<file path="src/design/avr_pkg.sv">
// avr_pkg
// shared widths, opcode field types, state enums and control structs
// for the two-stage AVR core
package avr_pkg;

	// data byte, instruction word and register number
	typedef logic [7:0] byte_t;
	typedef logic [15:0] word_t;
	typedef logic [4:0] reg_sel_t;

	// relative jump distance in words, branches are sign-extended into it
	typedef logic signed [11:0] offset_t;

	// status register bit positions
	localparam int SREG_C = 0;
	localparam int SREG_Z = 1;
	localparam int SREG_N = 2;
	localparam int SREG_V = 3;
	localparam int SREG_S = 4;
	localparam int SREG_H = 5;

	// alu operations, com/inc/dec carry their own flag rules
	typedef enum logic [3:0] {
		ALU_MOVD,
		ALU_MOVR,
		ALU_ADD,
		ALU_SUB,
		ALU_AND,
		ALU_OR,
		ALU_EOR,
		ALU_NEG,
		ALU_SWAP,
		ALU_LSR,
		ALU_ASR,
		ALU_ROR,
		ALU_COM,
		ALU_INC,
		ALU_DEC
	} alu_op_t;

	typedef enum logic [2:0] {
		CLS_ALU,
		CLS_LDS,
		CLS_STS,
		CLS_BRANCH,
		CLS_RJMP,
		CLS_NOP
	} instr_class_t;

	// cycle within a multi-cycle instruction
	typedef enum logic [1:0] {
		ST_FIRST,
		ST_ADDRESS,
		ST_LOAD
	} seq_state_t;

	typedef enum logic [1:0] {
		PC_ADVANCE,
		PC_HOLD,
		PC_RELATIVE,
		PC_BRANCH
	} pc_step_t;

	// controls handed from decode to the execute stage
	typedef struct packed {
		alu_op_t op;
		logic store;
		logic carry;
		logic use_const;
		byte_t const_val;
		reg_sel_t dst;
		logic flag_en;
	} exec_ctl_t;

	typedef struct packed {
		instr_class_t cls;
		exec_ctl_t ctl;
		reg_sel_t sel_a;
		reg_sel_t sel_b;
		offset_t offset;
		logic [2:0] flag_idx;
		logic polarity;
	} decoded_t;

	typedef struct packed {
		logic we;
		reg_sel_t dst;
		byte_t data;
	} reg_write_t;

endpackage

</file>
<file path="src/design/avr_decode.sv">
// avr_decode
// instruction decoder of the first pipeline stage
// takes the fetched word in the first cycle and the held opcode in the
// later cycles of LDS, STS and branches, and produces register selects,
// execute controls and jump fields
`timescale 1ns/1ns

module avr_decode import avr_pkg::*; (
	input logic clk,
	input logic reset,
	input word_t cdata,
	input seq_state_t state,
	output decoded_t dec
);

	word_t held_op;
	word_t opcode;

	// opcode fields
	reg_sel_t op_rd;
	reg_sel_t op_rr;
	reg_sel_t op_rdi;
	byte_t op_k;

	// per-row decode results
	instr_class_t cls;
	alu_op_t op;
	logic store;
	logic carry;
	logic imm;
	logic flags;

	// multi-cycle instructions keep decoding their first word
	assign opcode = (state == ST_FIRST) ? cdata : held_op;

	always_ff @(posedge clk) begin
		if (reset)
			held_op <= '0;
		else
			held_op <= opcode;
	end

	assign op_rd = opcode[8:4];
	assign op_rr = {opcode[9], opcode[3:0]};
	// immediate forms reach only r16 to r31
	assign op_rdi = {1'b1, opcode[7:4]};
	assign op_k = {opcode[11:8], opcode[3:0]};

	always_comb begin
		// most rows are stored alu ops with flag update
		cls = CLS_ALU;
		op = ALU_MOVD;
		store = 1'b1;
		carry = 1'b0;
		imm = 1'b0;
		flags = 1'b1;

		casez (opcode)
		16'b0000_0000_0000_0000: cls = CLS_NOP;
		16'b0000_01??_????_????: begin
			// cpc, compare only
			op = ALU_SUB;
			carry = 1'b1;
			store = 1'b0;
		end
		16'b0000_10??_????_????: begin
			op = ALU_SUB;
			carry = 1'b1;
		end
		16'b0000_11??_????_????: op = ALU_ADD;
		16'b0001_01??_????_????: begin
			// cp
			op = ALU_SUB;
			store = 1'b0;
		end
		16'b0001_10??_????_????: op = ALU_SUB;
		16'b0001_11??_????_????: begin
			op = ALU_ADD;
			carry = 1'b1;
		end
		16'b0010_00??_????_????: op = ALU_AND;
		16'b0010_01??_????_????: op = ALU_EOR;
		16'b0010_10??_????_????: op = ALU_OR;
		16'b0010_11??_????_????: begin
			// mov leaves sreg alone
			op = ALU_MOVR;
			flags = 1'b0;
		end
		16'b0011_????_????_????: begin
			// cpi
			op = ALU_SUB;
			imm = 1'b1;
			store = 1'b0;
		end
		16'b0100_????_????_????: begin
			op = ALU_SUB;
			imm = 1'b1;
			carry = 1'b1;
		end
		16'b0101_????_????_????: begin
			op = ALU_SUB;
			imm = 1'b1;
		end
		16'b0110_????_????_????: begin
			op = ALU_OR;
			imm = 1'b1;
		end
		16'b0111_????_????_????: begin
			op = ALU_AND;
			imm = 1'b1;
		end
		16'b1110_????_????_????: begin
			// ldi
			op = ALU_MOVR;
			imm = 1'b1;
			flags = 1'b0;
		end
		16'b1100_????_????_????: cls = CLS_RJMP;
		// brbs and brbc
		16'b1111_0???_????_????: cls = CLS_BRANCH;
		16'b1001_000?_????_0000: begin
			// lds, written back by the load cycle as a move
			cls = CLS_LDS;
			op = ALU_MOVR;
			flags = 1'b0;
		end
		16'b1001_001?_????_0000: cls = CLS_STS;
		16'b1001_010?_????_0000: op = ALU_COM;
		16'b1001_010?_????_0001: op = ALU_NEG;
		16'b1001_010?_????_0010: begin
			op = ALU_SWAP;
			flags = 1'b0;
		end
		16'b1001_010?_????_0011: op = ALU_INC;
		16'b1001_010?_????_0101: op = ALU_ASR;
		16'b1001_010?_????_0110: op = ALU_LSR;
		16'b1001_010?_????_0111: op = ALU_ROR;
		16'b1001_010?_????_1010: op = ALU_DEC;
		default: cls = CLS_NOP;
		endcase

		// control flow, stores and nops touch neither registers nor flags
		if (cls != CLS_ALU && cls != CLS_LDS) begin
			store = 1'b0;
			flags = 1'b0;
		end

		dec.cls = cls;
		dec.ctl.op = op;
		dec.ctl.store = store;
		dec.ctl.carry = carry;
		dec.ctl.use_const = imm;
		dec.ctl.const_val = op_k;
		dec.ctl.dst = imm ? op_rdi : op_rd;
		dec.ctl.flag_en = flags;
		// port a also carries rd for the sts data
		dec.sel_a = imm ? op_rdi : op_rd;
		dec.sel_b = op_rr;
		if (cls == CLS_BRANCH)
			dec.offset = {{5{opcode[9]}}, opcode[9:3]};
		else
			dec.offset = opcode[11:0];
		dec.flag_idx = opcode[2:0];
		// brbc has bit 10 set
		dec.polarity = opcode[10];
	end

endmodule

</file>
<file path="src/design/avr_sequencer.sv">
// avr_sequencer
// cycle FSM for LDS, STS and branches
// picks the PC step of each cycle, drives the data memory strobes and
// passes the execute controls on, with the load writeback in the last
// LDS cycle
`timescale 1ns/1ns

module avr_sequencer import avr_pkg::*; (
	input logic clk,
	input logic reset,
	input decoded_t dec,
	input word_t cdata,
	input byte_t a_data,
	input byte_t data_read,
	output seq_state_t state,
	output pc_step_t step,
	output exec_ctl_t ctl,
	output word_t data_addr,
	output logic data_wen,
	output logic data_ren,
	output byte_t data_write
);

	seq_state_t state_next;
	logic last;

	always_ff @(posedge clk) begin
		if (reset)
			state <= ST_FIRST;
		else
			state <= state_next;
	end

	always_comb begin
		state_next = ST_FIRST;
		step = PC_ADVANCE;
		last = 1'b1;
		case (state)
		ST_FIRST: begin
			if (dec.cls == CLS_LDS || dec.cls == CLS_STS) begin
				// fetch the address word next
				state_next = ST_ADDRESS;
				last = 1'b0;
			end else if (dec.cls == CLS_BRANCH) begin
				// wait one clock for the sreg of the previous op
				state_next = ST_ADDRESS;
				step = PC_HOLD;
				last = 1'b0;
			end else if (dec.cls == CLS_RJMP) begin
				step = PC_RELATIVE;
			end
		end
		ST_ADDRESS: begin
			if (dec.cls == CLS_LDS) begin
				// stay on the address word while the read completes
				state_next = ST_LOAD;
				step = PC_HOLD;
				last = 1'b0;
			end else if (dec.cls == CLS_BRANCH) begin
				step = PC_BRANCH;
			end
		end
		default: begin
			// load cycle, step past the address word
			state_next = ST_FIRST;
		end
		endcase
	end

	// request uses the address word on cdata and rd read on port a
	assign data_addr = cdata;
	assign data_write = a_data;
	assign data_wen = (state == ST_ADDRESS) && (dec.cls == CLS_STS);
	assign data_ren = (state == ST_ADDRESS) && (dec.cls == CLS_LDS);

	always_comb begin
		ctl = dec.ctl;
		ctl.store = dec.ctl.store & last;
		if (state == ST_LOAD) begin
			// write the loaded byte into rd as a constant move
			ctl.op = ALU_MOVR;
			ctl.store = 1'b1;
			ctl.carry = 1'b0;
			ctl.use_const = 1'b1;
			ctl.const_val = data_read;
			ctl.flag_en = 1'b0;
		end
	end

endmodule

</file>
<file path="src/design/avr_pc.sv">
// avr_pc
// program counter
// the pc output is the next fetch address, the program memory registers
// it so the word at the current PC arrives on cdata
`timescale 1ns/1ns

module avr_pc import avr_pkg::*; #(
	parameter word_t reset_pc = 16'h0000
) (
	input logic clk,
	input logic reset,
	input pc_step_t step,
	input word_t offset,
	input logic [2:0] flag_idx,
	input logic polarity,
	input byte_t sreg,
	output word_t pc
);

	word_t pc_q;
	word_t pc_next;
	word_t target;
	logic taken;

	// relative targets count from the word after the jump
	assign target = pc_q + offset + 16'd1;
	// brbs branches on a set bit, brbc on a clear one
	assign taken = sreg[flag_idx] != polarity;

	always_comb begin
		case (step)
		PC_HOLD: pc_next = pc_q;
		PC_RELATIVE: pc_next = target;
		PC_BRANCH: pc_next = taken ? target : pc_q + 16'd1;
		default: pc_next = pc_q + 16'd1;
		endcase
		// fetch the start word during reset so it is on cdata right after
		if (reset)
			pc_next = reset_pc;
	end

	always_ff @(posedge clk) begin
		pc_q <= pc_next;
	end

	assign pc = pc_next;

endmodule

</file>
<file path="src/design/avr_regfile.sv">
// avr_regfile
// 32 x 8 register file with two registered read ports
// a read of the register written in the same clock returns the new value
`timescale 1ns/1ns

module avr_regfile import avr_pkg::*; (
	input logic clk,
	input logic reset,
	input reg_sel_t sel_a,
	input reg_sel_t sel_b,
	input reg_write_t wr,
	output byte_t a_data,
	output byte_t b_data
);

	byte_t regs [32];

	// bypass the array when the writeback hits the same register
	function automatic byte_t forward(reg_sel_t sel, reg_write_t w, byte_t stored);
		if (w.we && w.dst == sel)
			return w.data;
		return stored;
	endfunction

	always_ff @(posedge clk) begin
		if (wr.we)
			regs[wr.dst] <= wr.data;
	end

	always_ff @(posedge clk) begin
		if (reset) begin
			a_data <= '0;
			b_data <= '0;
		end else begin
			a_data <= forward(sel_a, wr, regs[sel_a]);
			b_data <= forward(sel_b, wr, regs[sel_b]);
		end
	end

endmodule

</file>
<file path="src/design/avr_execute.sv">
// avr_execute
// second pipeline stage
// latches the controls for one clock, runs the ALU on the register reads
// or the constant, updates the status register and drives the writeback
`timescale 1ns/1ns

module avr_execute import avr_pkg::*; (
	input logic clk,
	input logic reset,
	input exec_ctl_t ctl,
	input byte_t a_data,
	input byte_t b_data,
	output reg_write_t wr,
	output byte_t sreg
);

	exec_ctl_t ctl_q;
	byte_t rr;
	byte_t res;
	byte_t sub_a;
	byte_t sub_b;
	byte_t sreg_next;
	logic cin;
	logic [8:0] sum;
	logic [8:0] diff;
	logic [4:0] hsum;
	logic [4:0] hdiff;
	logic c_new;
	logic h_new;
	logic v_new;
	logic z_new;
	logic sticky;

	always_ff @(posedge clk) begin
		ctl_q <= ctl;
		if (reset) begin
			ctl_q.store <= 1'b0;
			ctl_q.flag_en <= 1'b0;
		end
	end

	// rr is the second register or the immediate
	assign rr = ctl_q.use_const ? ctl_q.const_val : b_data;
	assign cin = ctl_q.carry & sreg[SREG_C];

	// neg runs as 0 - rd through the subtractor
	assign sub_a = (ctl_q.op == ALU_NEG) ? 8'h00 : a_data;
	assign sub_b = (ctl_q.op == ALU_NEG) ? a_data : rr;

	assign sum = {1'b0, a_data} + {1'b0, rr} + {8'b0, cin};
	assign hsum = {1'b0, a_data[3:0]} + {1'b0, rr[3:0]} + {4'b0, cin};
	assign diff = {1'b0, sub_a} - {1'b0, sub_b} - {8'b0, cin};
	assign hdiff = {1'b0, sub_a[3:0]} - {1'b0, sub_b[3:0]} - {4'b0, cin};

	always_comb begin
		res = a_data;
		// flags not named by an op keep their value
		c_new = sreg[SREG_C];
		h_new = sreg[SREG_H];
		v_new = sreg[SREG_V];
		case (ctl_q.op)
		ALU_MOVR: res = rr;
		ALU_ADD: begin
			res = sum[7:0];
			c_new = sum[8];
			h_new = hsum[4];
			v_new = (a_data[7] == rr[7]) && (res[7] != a_data[7]);
		end
		ALU_SUB, ALU_NEG: begin
			// borrow out of bit 7 and bit 3
			res = diff[7:0];
			c_new = diff[8];
			h_new = hdiff[4];
			v_new = (sub_a[7] != sub_b[7]) && (res[7] != sub_a[7]);
		end
		ALU_AND: begin
			res = a_data & rr;
			v_new = 1'b0;
		end
		ALU_OR: begin
			res = a_data | rr;
			v_new = 1'b0;
		end
		ALU_EOR: begin
			res = a_data ^ rr;
			v_new = 1'b0;
		end
		ALU_COM: begin
			res = ~a_data;
			c_new = 1'b1;
			v_new = 1'b0;
		end
		ALU_INC: begin
			res = a_data + 8'd1;
			v_new = (res == 8'h80);
		end
		ALU_DEC: begin
			res = a_data - 8'd1;
			v_new = (res == 8'h7f);
		end
		ALU_SWAP: res = {a_data[3:0], a_data[7:4]};
		ALU_LSR, ALU_ASR, ALU_ROR: begin
			// right shifts, bit 0 goes to carry and V is N xor C
			if (ctl_q.op == ALU_LSR)
				res = {1'b0, a_data[7:1]};
			else if (ctl_q.op == ALU_ASR)
				res = {a_data[7], a_data[7:1]};
			else
				res = {sreg[SREG_C], a_data[7:1]};
			c_new = a_data[0];
			v_new = res[7] ^ a_data[0];
		end
		default: res = a_data;
		endcase
	end

	// sbc, sbci and cpc only clear Z, so multi-byte compares chain
	assign sticky = (ctl_q.op == ALU_SUB) && ctl_q.carry;
	assign z_new = (res == 8'h00) && (!sticky || sreg[SREG_Z]);

	always_comb begin
		sreg_next = sreg;
		sreg_next[SREG_C] = c_new;
		sreg_next[SREG_Z] = z_new;
		sreg_next[SREG_N] = res[7];
		sreg_next[SREG_V] = v_new;
		sreg_next[SREG_S] = res[7] ^ v_new;
		sreg_next[SREG_H] = h_new;
	end

	always_ff @(posedge clk) begin
		if (reset)
			sreg <= '0;
		else if (ctl_q.flag_en)
			sreg <= sreg_next;
	end

	assign wr.we = ctl_q.store;
	assign wr.dst = ctl_q.dst;
	assign wr.data = res;

endmodule

</file>
<file path="src/design/avr_cpu.sv">
// avr_cpu
// two-stage AVR core for a subset of the 16-bit instruction set
// stage one decodes the fetched word and reads the register file,
// stage two runs the ALU, writes back and updates the status register
// program memory is a registered ROM, data memory answers in one clock
`timescale 1ns/1ns

module avr_cpu import avr_pkg::*; #(
	parameter word_t reset_pc = 16'h0000
) (
	input logic clk,
	input logic reset,
	output word_t pc,
	input word_t cdata,
	output word_t data_addr,
	output logic data_wen,
	output logic data_ren,
	input byte_t data_read,
	output byte_t data_write
);

	decoded_t dec;
	seq_state_t state;
	pc_step_t step;
	exec_ctl_t ctl;
	reg_write_t wr;
	byte_t sreg;
	byte_t a_data;
	byte_t b_data;
	word_t jump_offset;

	// pc arithmetic is 16 bits wide
	assign jump_offset = {{4{dec.offset[11]}}, dec.offset};

	avr_decode u_decode (
		.clk(clk),
		.reset(reset),
		.cdata(cdata),
		.state(state),
		.dec(dec)
	);

	avr_sequencer u_sequencer (
		.clk(clk),
		.reset(reset),
		.dec(dec),
		.cdata(cdata),
		.a_data(a_data),
		.data_read(data_read),
		.state(state),
		.step(step),
		.ctl(ctl),
		.data_addr(data_addr),
		.data_wen(data_wen),
		.data_ren(data_ren),
		.data_write(data_write)
	);

	avr_pc #(
		.reset_pc(reset_pc)
	) u_pc (
		.clk(clk),
		.reset(reset),
		.step(step),
		.offset(jump_offset),
		.flag_idx(dec.flag_idx),
		.polarity(dec.polarity),
		.sreg(sreg),
		.pc(pc)
	);

	// reads issued in decode, data arrives with the execute cycle
	avr_regfile u_regfile (
		.clk(clk),
		.reset(reset),
		.sel_a(dec.sel_a),
		.sel_b(dec.sel_b),
		.wr(wr),
		.a_data(a_data),
		.b_data(b_data)
	);

	avr_execute u_execute (
		.clk(clk),
		.reset(reset),
		.ctl(ctl),
		.a_data(a_data),
		.b_data(b_data),
		.wr(wr),
		.sreg(sreg)
	);

endmodule

</file>
<file path="config.mk">
export PLATFORM = sky130hd
export DESIGN_NAME = avr_cpu
export DESIGN_NICKNAME = d
export VERILOG_FILES = /design/src/design/avr_pkg.sv /design/src/design/avr_decode.sv /design/src/design/avr_sequencer.sv /design/src/design/avr_pc.sv /design/src/design/avr_regfile.sv /design/src/design/avr_execute.sv /design/src/design/avr_cpu.sv
export SDC_FILE = /design/constraint.sdc
export NUM_CORES = 1
export LEC_CHECK = 0
export BUFFER_PORTS_ARGS = -buffer_cell sky130_fd_sc_hd__buf_2
export CELL_PAD_IN_SITES_DETAIL_PLACEMENT = 1
export CELL_PAD_IN_SITES_GLOBAL_PLACEMENT = 2
export CORE_ASPECT_RATIO = 1.75
export CORE_UTILIZATION = 41
export DETAILED_ROUTE_END_ITERATION = 6
export HOLD_SLACK_MARGIN = 0.08
export PLACE_DENSITY_LB_ADDON = 0.1
export SYNTH_ARGS = -nofsm -noshare
export SYNTH_HDL_FRONTEND = slang
export SYNTH_SLANG_ARGS = --single-unit
</file>
<file path="constraint.sdc">
create_clock -name clk -period 6.3 [get_ports clk]
set_input_delay 0.315 -clock clk [delete_from_list [all_inputs] [get_ports clk]]
set_output_delay 0.315 -clock clk [all_outputs]
set_load 0.03 [all_outputs]
</file>
-- Word-level counts from Yosys, hierarchy flattened
Memory sizes are Yosys's and may differ from the RTL's. A register that Yosys moved wholly into a read port is not among the register bits.
Index checks and enable logic that the tools add are counted.
- bits in writable memories: 256
- flip-flop bits (word level): 61
- input port bits: 26
- memories kept: 1
- logic and storage cells: 168
- magnitude comparators: 1
- add/sub/neg operators: 13
- reduce and logical (&&, ||, !) cells: 31
- bitwise gates (word level): 8
- eq/ne operators: 59
- muxes and demuxes: 42
- memory list (name ; depth ; bits a word ; rd ports ; clocked after memory_dff ; write ports ; line ; text):
    u_regfile.regs ; 32 ; 8 ; 2 ; 2 ; 1 ; avr_regfile.sv:16 ; byte_t regs [32];
- operators by type and width (kind ; number):
    equality test 11 bit, second input constant ; 10
    one-hot mux 8 bit (11 select lines) ; 1
    one-hot mux 4 bit (14 select lines) ; 1
    2-to-1 mux 16 bit ; 3
    2-to-1 mux 8 bit ; 6
    one-hot mux 16 bit (3 select lines) ; 1
    equality test 4 bit, second input constant ; 9
    adder 16 x 1 -> 16 bit, second input constant ; 2
    equality test 4 x 3 -> 1 bit, second input constant ; 8
    equality test 6 x 4 -> 1 bit, second input constant ; 4
    OR reduction 24 bit ; 1
    equality test 6 x 3 -> 1 bit, second input constant ; 3
    adder 16 bit ; 1
    one-hot mux 3 bit (5 select lines) ; 1
    2-to-1 mux 2 bit ; 7
    equality test 4 x 2 -> 1 bit, second input constant ; 3
    equality test 6 x 2 -> 1 bit, second input constant ; 2
    2-to-1 mux 1 bit ; 12
    2-to-1 mux 12 bit ; 1
    OR reduction 3 bit ; 4
    OR reduction 4 bit ; 3
    2-to-1 mux 11 bit ; 1
    adder 8 x 8 -> 9 bit ; 1
    adder 9 x 1 -> 9 bit ; 1
    46 further kinds ; 68

-- Longest topological paths before layout
Gate-level depths: netlist (run 1).
- word-level depth: 13
- gate-level depth with buffers: 21
- gate-level depth less buffers: 16

-- By module
Synthesis (run 1) repeated with hierarchy kept, for this count alone.
- cell total of the unflattened synthesis: 1911
- area total of the unflattened synthesis: 20794.9 µm²
- modules (own cells, without submodules) (module ; cells an instance ; instances ; area an instance (µm²) ; sequential area each (µm²)):
    avr_regfile ; 919 ; 1 ; 13027.5 ; 8007.7
    avr_execute ; 485 ; 1 ; 3712.3 ; 540.5
    avr_pc ; 225 ; 1 ; 1813.0 ; 320.3
    avr_decode ; 215 ; 1 ; 1695.4 ; 320.3
    avr_sequencer ; 67 ; 1 ; 546.8 ; 40.0

-- Worst setup path before layout (run 1)
Ideal clock, no wire load.
- path kind: reg-to-output
- start: register u_sequencer.state[0]
- end: output port pc[14]
- stages on the path, launching flop included: 19
- arrival: 4.674 ns
- path buffers: 3
- path slack: 1.311 ns
- cell sequence: dfxtp_1 buf_2 nor2_4 mux2i_2 nand3_1 clkbuf_1 clkbuf_1 o21ai_0 ha_1 inv_1 fa_1 nand3_1 a21oi_1 o41ai_1 a21oi_1 a31o_2 a31oi_1 xor2_1 o32ai_1
- longest elaborated chain between the ends: 13
- elaborated cells on any way between the ends: 56
- those cells by class: add/sub: 2; eq/ne: 37; mux: 14; reduce/logical: 3
- ends and longest elaborated chain (item ; line ; text):
    from (decl) ; avr_sequencer.sv:15 ; output seq_state_t state,
    from (signal assigned) ; avr_sequencer.sv:31 ; state <= state_next;
    branches (longest 11 deep; another with adder 16 bit) ; -- ;
    one-hot mux 16 bit (3 select lines) * ; avr_pc.sv:31 ; case (step)
    2-to-1 mux 16 bit * ; avr_pc.sv:38 ; if (reset)
    to (decl) ; avr_cpu.sv:13 ; output word_t pc,
Mark *: on every way between the ends. The select of a mux whose other input is x is not followed.

-- Final worst setup path (run 1)
Same ends and word-level chain as after synthesis.

==> results.md, run 1 <==
Synthesis:
- The net count of the mapped netlist is 2220.
- The cell taking the most area after synthesis is sky130_fd_sc_hd__edfxtp_1.
- The register bit total from synthesis is 333.
- The mean instance size in the synthesized netlist is 9.43 sq um.
- The mapped netlist covers 20200 sq um.
- During synthesis, Yosys emitted a total of 0 warnings.
- After technology mapping, the gate count stands at 2138.
- The commonest cells after synthesis are sky130_fd_sc_hd__nand2_1 (399), sky130_fd_sc_hd__edfxtp_1 (256), sky130_fd_sc_hd__nor2_1 (156).
- In the synthesized netlist the async set-or-reset flop fraction comes to 0%.
- The most instantiated library cell after synthesis is sky130_fd_sc_hd__nand2_1.
- In the post-synthesis netlist, the biggest area contributors are sky130_fd_sc_hd__edfxtp_1 (38%), sky130_fd_sc_hd__dfxtp_1 (7.6%), sky130_fd_sc_hd__nand2_1 (7.4%).
- The prevailing post-synth register cell is sky130_fd_sc_hd__edfxtp_1.
- After synthesis, the netlist uses 94 different library cells.
- The share of the synthesized area in the top cell type is 38.1%.
- The number of enable-type register cells in the synthesized netlist is 256.
- The sequential-to-total area share from yosys stat is 45.8%.

Drt:
- The routed length per placed instance is 27.6 um.
- The first-pass iteration count of the detailed router is 7.
- The via count is 17.5k.
- In the routed design, unresolved DRC markers number 0.
- The count of nets left with antenna violations once routing finished came out at 0.
- The detailed router finished its first iteration with 1327 violations.
- The via density per instance is 6.26.
- The overall routed net length is 77300 um.

Critical path:
- The worst register-to-register path begins at u_execute.ctl_q[14]$_SDFF_PP1_.
- The highest net fanout along the worst path is 13.
- The depth of the worst register-to-register path is 11.
- Walking the worst path, the cells encountered are nor2_4, mux2i_2, buf_4, nand3_1, buf_4, nor2_1, a21oi_1, ha_1, and3_1, o41ai_1, a21oi_1, a31o_2, a31oi_1, xor2_1, o32ai_1, buf_2.
- In this design, the largest share of critical-path delay is due to compound AO/OA/AOI/OAI gates.
- The worst setup path endpoint is pc[14].
- The startpoint kind of the worst setup timing path is a flop.
- The required time at the worst-slack endpoint is 5.98 ns.
- For the worst setup path, the data arrival time is 5.18 ns.
- The endpoint identified for the worst register-to-register timing path is u_execute.sreg[4]$_SDFFE_PP0P_.
- The peak per-stage delay on the critical path is 0.61 ns.
- The critical path starts at u_sequencer.state[0]$_SDFF_PP0_.
- In this run the register-to-register setup slack is 1.47 ns.
- The logic depth of the worst setup path including buffers is 16.
- For this design, the slowest cell found on the critical path is sky130_fd_sc_hd__dfxtp_1.
- The buffer and inverter count on the worst path is 3.
- The type of the setup path with the least slack is reg -> out.
- The kind of end point of the critical path is a primary output.

Global routing:
- The global routing usage summed across all routing layers is 31.1%.
- The initial antenna violation count is 1.
- The via count of the first global-routing pass was 18.2k.
- For this run the aggregate overflow at the end of global routing stands at 0.
- Entering global routing, the biggest net connects 64 pins.
- The wire length of the first global-routing pass is 116000 um.

Pwr:
- Internal power comes to 4130 uW.
- The leakage power is 0.00814 uW.
- The power share of the sequential group is 43.3%.
- The portion of total power attributed to the clock network is 35.3%.
- The worst IR drop on VDD is 0.253 mV.
- The switching portion of total power is 30.9%.
- For this design the ratio of total power to cell area is 269 nW/um^2.
- Combinational cells account for 21.4% of the total power.
- The switching power summed over all nets is 1850 uW.

Timing:
- At the pin with the least slew margin, the transition time is 1.30 ns.
- The total negative setup slack is 0 ns.
- Measured against its own limit, the worst slew margin works out to 11.3%.
- The final hold violation count came to 0.
- The number of slew-limit violations in the final report came to 0.
- Setup repair after global routing left no endpoint under its margin.
- The worst path uses 87.2% of the clock period.
- The final number of setup-violating endpoints is 0.
- Timing would allow up to 0.182 GHz.
- The smallest clock period supported by the final layout is computed as 5.50 ns.
- For the final database, setup skew stands at 0.0352 ns.

CTS:
- For the worst-skew pair, the clock arrives at the later sink with an insertion delay of 0.56 ns.
- The number of cells upsized or downsized after cts is 0.
- The cell sitting at the root of the clock tree is a sky130_fd_sc_hd__clkbuf_16.
- In this run the deepest clock path goes through 3 buffers.
- The H-tree was split into 2 levels.
- The number of setup buffers added after CTS is 0.
- TritonCTS built the clock tree.
- After clock tree synthesis, the clock-pin slew on the worst setup and hold paths is 0.06 ns.
- The clock net in this run drives a total of 333 sinks.
- TritonCTS created 35 clock buffers.

Run status:
- The run finished with clean final reports.

Placed design:
- Detailed placement ended at an HPWL of 52600 um.
- The congestion estimate from routability-driven global placement came to 0.887.
- Buffers placed on the I/O ports in this run total 67.

Layout:
- At the end of the flow the core is filled with cells to 45.7%.
- The ratio of cells with drive above 1 in the final layout is 11.5%.
- The net count of the finished layout is 2206.
- The layout overhead on the synthesized area is 10.3%.

Die:
- In this run the count of I/O pins placed on the die edge is 68.
- The core outline area is 48600 sq um.
- Row generation in the floorplan step produced 107 rows.
- The horizontal die dimension is 170 um.
- Measured along the y axis, the die boundary spans 295 um.
- The area enclosed by the die boundary is 50100 sq um.
- For this configuration, the core starts out at a cell density of 41.5%.

Hold path:
- The worst min-delay path class is in -> reg.

Flow run:
- The number of max-cap violations is 0.
==> power groups by stage <==
stage | Sequential, uW | Clock [uW] | Combinational, uW
floorplan | 2610 | 0 | 806
global placement | 2630 | 0 | 1250
detailed placement | 2640 | 0 | 1270
CTS | 2590 | 2130 | 1280
global route | 2590 | 2210 | 1370
finish | 2590 | 2110 | 1280
==> sequential cells by signal, summed over array words and instances (netlist names) <==
name / count
u_decode.held_op: 16
u_execute.ctl_q: 15
u_execute.sreg: 6
u_execute.wr: 6
u_pc.pc_q: 16
u_regfile.a_data: 8
u_regfile.b_data: 8
u_regfile.regs: 256
u_sequencer.state: 2
==> per-stage QoR <==
stage | std cells | setup WS (ns) | instance area, sq um | hold WS (ns) | power, uW
3_3_place_gp | 2734 | 1.50 | 21000 | 0.475 | 3890
6_report | 2803 | 0.805 | 22200 | 0.110 | 5980
4_1_cts | 2802 | 0.843 | 22200 | 0.0950 | 6000
2_1_floorplan | 2138 | 1.31 | 20200 | 0.448 | 3420
3_5_place_dp | 2734 | 1.44 | 21000 | 0.484 | 3900
5_1_grt | 2802 | 0.488 | 22200 | 0.136 | 6180
==> tightest hold or removal path: stages <==
cell	delay, ns
sky130_fd_sc_hd__buf_2	0.08
sky130_fd_sc_hd__nor2_1	0.05
sky130_fd_sc_hd__a21oi_1	0.14
==> placed cells by master (no fill, tap or decap), types with 36 or more instances in the layout <==
master,synthesis,layout
sky130_fd_sc_hd__nand3_1,120,120
sky130_fd_sc_hd__nor3_1,50,50
sky130_fd_sc_hd__a311oi_1,85,85
sky130_fd_sc_hd__a21oi_1,101,101
sky130_fd_sc_hd__nor2_1,156,155
sky130_fd_sc_hd__ha_1,51,51
sky130_fd_sc_hd__edfxtp_1,256,256
sky130_fd_sc_hd__dfxtp_1,77,77
sky130_fd_sc_hd__and3_1,79,79
sky130_fd_sc_hd__buf_2,55,67
sky130_fd_sc_hd__nand2_1,399,399
sky130_fd_sc_hd__clkbuf_16,0,36
sky130_fd_sc_hd__inv_1,41,41
sky130_fd_sc_hd__o21ai_0,63,61
sky130_fd_sc_hd__a211oi_1,72,72
sky130_fd_sc_hd__mux2i_1,56,51
sky130_fd_sc_hd__buf_4,22,53
==> final cells by class <==
type / count / area, sq um
fill: 5494 / 26400
multi-input combinational: 1578 / 10000
sequential: 333 / 9230
clock buffer: 47 / 962
timing repair buffer: 128 / 823
tap: 654 / 818
inverter: 48 / 183
clock inverter: 14 / 169
antenna: 1 / 2.50
==> cells by family after synthesis <==
group           Yosys count  synth area share [%]
fa+ha+maj                56                  3.66
xor+xnor                 49                  2.13
compound gates          476                  16.7
flops                   333                  45.8
simple gates            910                  20.9
mux                      87                  5.80
buf+inv                 227                  5.06
==> worst min path at each step <==
stage,cells past startpoint,end,slack (ns),from
after global routing,3,u_execute.ctl_q[11]$_DFF_P_,0.14,data_read[5]
after floorplan,1,u_sequencer.state[1]$_SDFF_PP0_,0.45,u_decode.held_op[9]$_SDFF_PP0_
after detailed placement,1,u_sequencer.state[1]$_SDFF_PP0_,0.48,u_decode.held_op[9]$_SDFF_PP0_
after CTS,3,u_execute.ctl_q[11]$_DFF_P_,0.09,data_read[5]
after global placement,1,u_sequencer.state[1]$_SDFF_PP0_,0.47,u_decode.held_op[9]$_SDFF_PP0_
final,3,u_execute.ctl_q[11]$_DFF_P_,0.11,data_read[5]
==> timing repair <==
action / 4_1_cts / 5_1_grt
hold buffers: 7 / 0
endpoints found under the setup margin: 0 / 0
hold endpoints to repair: 7 / 0
==> per-layer routing <==
| layer | track usage [%] | vias to the layer above | wire, um |
|---|---|---|---|
| met5 | 0 | - | 18 |
| met4 | 16.0 | 2 | 4080 |
| met3 | 3.09 | 198 | 3050 |
| met2 | 56.1 | 529 | 40000 |
| met1 | 36.2 | 8894 | 30100 |
| li1 | - | 7916 | - |
Note: power is estimated with default switching activity, not from simulation.
==> run 2, diff against run 1 <==
clock period = 5.4 ns   (was 6.3 ns; I/O delays follow)
==> run 2 against run 1 <==
Compared with the run above:
- the run now ends with DRC left
- hold slack better by 0.035 ns
- clock-buffer cell count unchanged
- cell area up 0.50%
- register-to-register slack worse by 0.61 ns
- critical endpoint unchanged
- largest power group unchanged
- highest routed layer is now met4
==> results.md, run 2 (same netlist as run 1, synthesis figures left out) <==
CTS:
- The cell at the root of the clock tree is sky130_fd_sc_hd__clkbuf_16.
- The CTS H-tree depth is 2.
- The CTS tree is done.
- The source-to-sink clock delay at the later pin of the worst-skew pair is 0.54 ns.
- After clock tree synthesis, the clock-pin slew on the worst setup and hold paths is 0.06 ns.
- The clock passes through at most 3 buffers.
- The number of sinks handled by clock tree synthesis is 333.
- The clock buffer count from CTS is 36.
- The number of setup buffers added after CTS is 0.

Layout:
- Once layout is complete, the utilization of the core stands at 46.0%.
- In the layout the commonest cells are sky130_fd_sc_hd__nand2_1 (399), sky130_fd_sc_hd__edfxtp_1 (256), sky130_fd_sc_hd__nor2_1 (155).
- The ratio of cells with drive above 1 in the final layout is 11.9%.
- Counting flops per register, the top entry is u_regfile.regs.
- The flip-flop count of the largest register after layout is 256.
- The number of diodes is 0.
- The layout overhead on the synthesized area is 10.9%.
- Counting the fill cells in the layout gives 5489.
- The library cell used most frequently in the layout, excluding fill and tap cells, is sky130_fd_sc_hd__nand2_1.
- The area taken by multi-input logic gates is 10000 sq um.
- The largest registers in the layout are u_regfile.regs (256), u_decode.held_op (16), u_pc.pc_q (16).
- The net count of the finished layout is 2213.
- The register area is 9230 sq um.

Critical path:
- STA classifies the critical path endpoint as a primary output.
- The worst setup path is of the reg -> out kind.
- STA puts the critical path data arrival time at 4.78 ns.
- The worst setup path is launched from a flop.
- The timing startpoint of the critical path is u_sequencer.state[0]$_SDFF_PP0_.
- The required time at the worst-slack endpoint is 5.13 ns.
- The start of the worst register-to-register path is u_execute.ctl_q[14]$_SDFF_PP1_.
- The highest net fanout along the worst path is 25.

Global routing:
- The wire length of the first global-routing pass is 115000 um.
- The initial antenna violation count was 0.
- The global routing usage summed across all routing layers is 30.8%.
- After global routing the overflow that remains totals 0.
- The maximum number of pins on one net before global-route repair is 130.
- The via count of the first global-routing pass was 18.3k.

Die:
- The die is 170 um wide.
- The area enclosed by the die boundary is 50100 sq um.
- The die outline height is 295 um.
- For this configuration, the core starts out at a cell density of 41.5%.
- The count of standard-cell rows is 107.
- The core region is 48600 sq um.
- In this run the count of I/O pins placed on the die edge is 68.

Hold path:
- The min-delay analysis places its worst path in the category in -> reg.
- The startpoint of the worst hold path is cdata[14].

Timing:
- Setup repair after global routing left no endpoint under its margin.
- The highest achievable clock rate is 0.198 GHz.
- The final period utilization is 93.5%.
- The number of slew-limit violations in the final report is 0.
- Adding up every negative setup slack in the final design gives 0 ns.
- At the pin with the least slew margin, the transition time is 1.32 ns.
- Setup violations remaining at the end of the flow were counted as 0.
- The final period demand of the worst path is 5.05 ns.
- On the final layout, the worst clock skew is 0.0208 ns.
- The final hold violation count was 0.
- The worst-case headroom to the max-slew limit is 12.0%.

Flow run:
- Max-cap violations in this run came to 0.

Drt:
- Using the TritonRoute via totals, the vias-per-cell ratio works out to 6.28.
- The routed length per placed instance is 27.3 um.
- The overall routed net length is 76800 um.
- The via count is 17.7k.
- The number of DRC violations after detailed-routing iteration 0 is 1236.
- The post-detailed-route DRC marker count is 1.
- The first-pass iteration count of the detailed router is 7.
- The count of nets left with antenna violations once routing finished came out at 0.

Run status:
- The final reports fail on DRC.
- The flow ran to the end, but the final reports show violations.

Pwr:
- The analysis attributes to cell leakage a power of 0.00820 uW.
- The worst IR drop on VDD is 0.254 mV.
- The power per standard cell area is 315 nW/um^2.
- The design draws 7040 uW.

Placed design:
- The number of port buffers is 67.
- The global placer's final weighted congestion is 0.924.
- The HPWL after detailed placement is 51900 um.
==> run 2: cell types whose count changed in the layout (fill, tap and decap cells not counted), moves of 2 or more <==
cell / change
sky130_fd_sc_hd__clkbuf_1: -2
sky130_fd_sc_hd__dfxtp_1: -2
sky130_fd_sc_hd__dfxtp_2: +2
sky130_fd_sc_hd__clkinv_1: +2
sky130_fd_sc_hd__buf_12: +2
sky130_fd_sc_hd__buf_4: +2
sky130_fd_sc_hd__clkinv_2: +2
==> run 2: path summary, 6_finish.rpt <==
path	to	slack [ns]	cells after the start
setup / recovery	pc[14]	0.35	16
hold / removal	u_decode.held_op[14]$_SDFF_PP0_	0.15	3
setup reg to reg	u_regfile.a_data[7]$_SDFF_PP0_	0.86	13
hold reg to reg	u_sequencer.state[1]$_SDFF_PP0_	0.50	1
==> run 2: cell type report <==
class | instances | area share (%)
clock buffer | 47 | 4.45
tap | 654 | 3.66
inverter | 48 | 0.818
clock inverter | 17 | 0.773
multi-input combinational | 1578 | 45.0
sequential | 333 | 41.3
timing repair buffer | 134 | 4.03
==> run 2: metal layers <==
metal | track usage, % | routed length, um
met3 | 2.66 | 3080
met4 | 15.4 | 3950
met5 | 0 | 0
met1 | 35.1 | 29500
met2 | 57.0 | 40300
==> run 2: power breakdown <==
| part | switching (uW) | internal (uW) | total, uW |
|---|---|---|---|
| logic | 1040 | 474 | 1510 |
| registers | 63.3 | 2950 | 3010 |
| clock network | 1070 | 1450 | 2520 |
| total | 2170 | 4870 | 7040 |
==> run 2: repair_timing <==
action,CTS,global route
endpoints found under the setup margin,0,1
gates resized for setup,0,3
hold buffers,8,0
hold endpoints to repair,8,0
==> run 2: critical path, cell delays in order, from the launching register on <==
cell	delay [ns]
sky130_fd_sc_hd__dfxtp_2	0.37
sky130_fd_sc_hd__buf_4	0.20
sky130_fd_sc_hd__nor2_4	0.14
sky130_fd_sc_hd__buf_6	0.24
sky130_fd_sc_hd__mux2i_4	0.27
sky130_fd_sc_hd__buf_4	0.42
sky130_fd_sc_hd__a21oi_1	0.16
sky130_fd_sc_hd__ha_1	0.26
sky130_fd_sc_hd__a21o_1	0.21
sky130_fd_sc_hd__and3_1	0.21
sky130_fd_sc_hd__o41ai_1	0.44
sky130_fd_sc_hd__a21oi_1	0.17
sky130_fd_sc_hd__a31o_2	0.29
sky130_fd_sc_hd__a31oi_1	0.19
sky130_fd_sc_hd__xor2_1	0.11
sky130_fd_sc_hd__o32ai_1	0.27
sky130_fd_sc_hd__buf_2	0.26
==> run 2: metrics by stage <==
| stage | hold WS, ns | instances | setup slack, ns | area [sq um] |
|---|---|---|---|---|
| 2_1_floorplan | 0.419 | 2138 | 0.456 | 20200 |
| 3_3_place_gp | 0.484 | 2739 | 0.878 | 21100 |
| 3_5_place_dp | 0.476 | 2739 | 0.835 | 21100 |
| 4_1_cts | 0.125 | 2811 | 0.233 | 22300 |
| 5_1_grt | 0.148 | 2811 | 0.0704 | 22300 |
| 6_report | 0.145 | 2811 | 0.351 | 22300 |
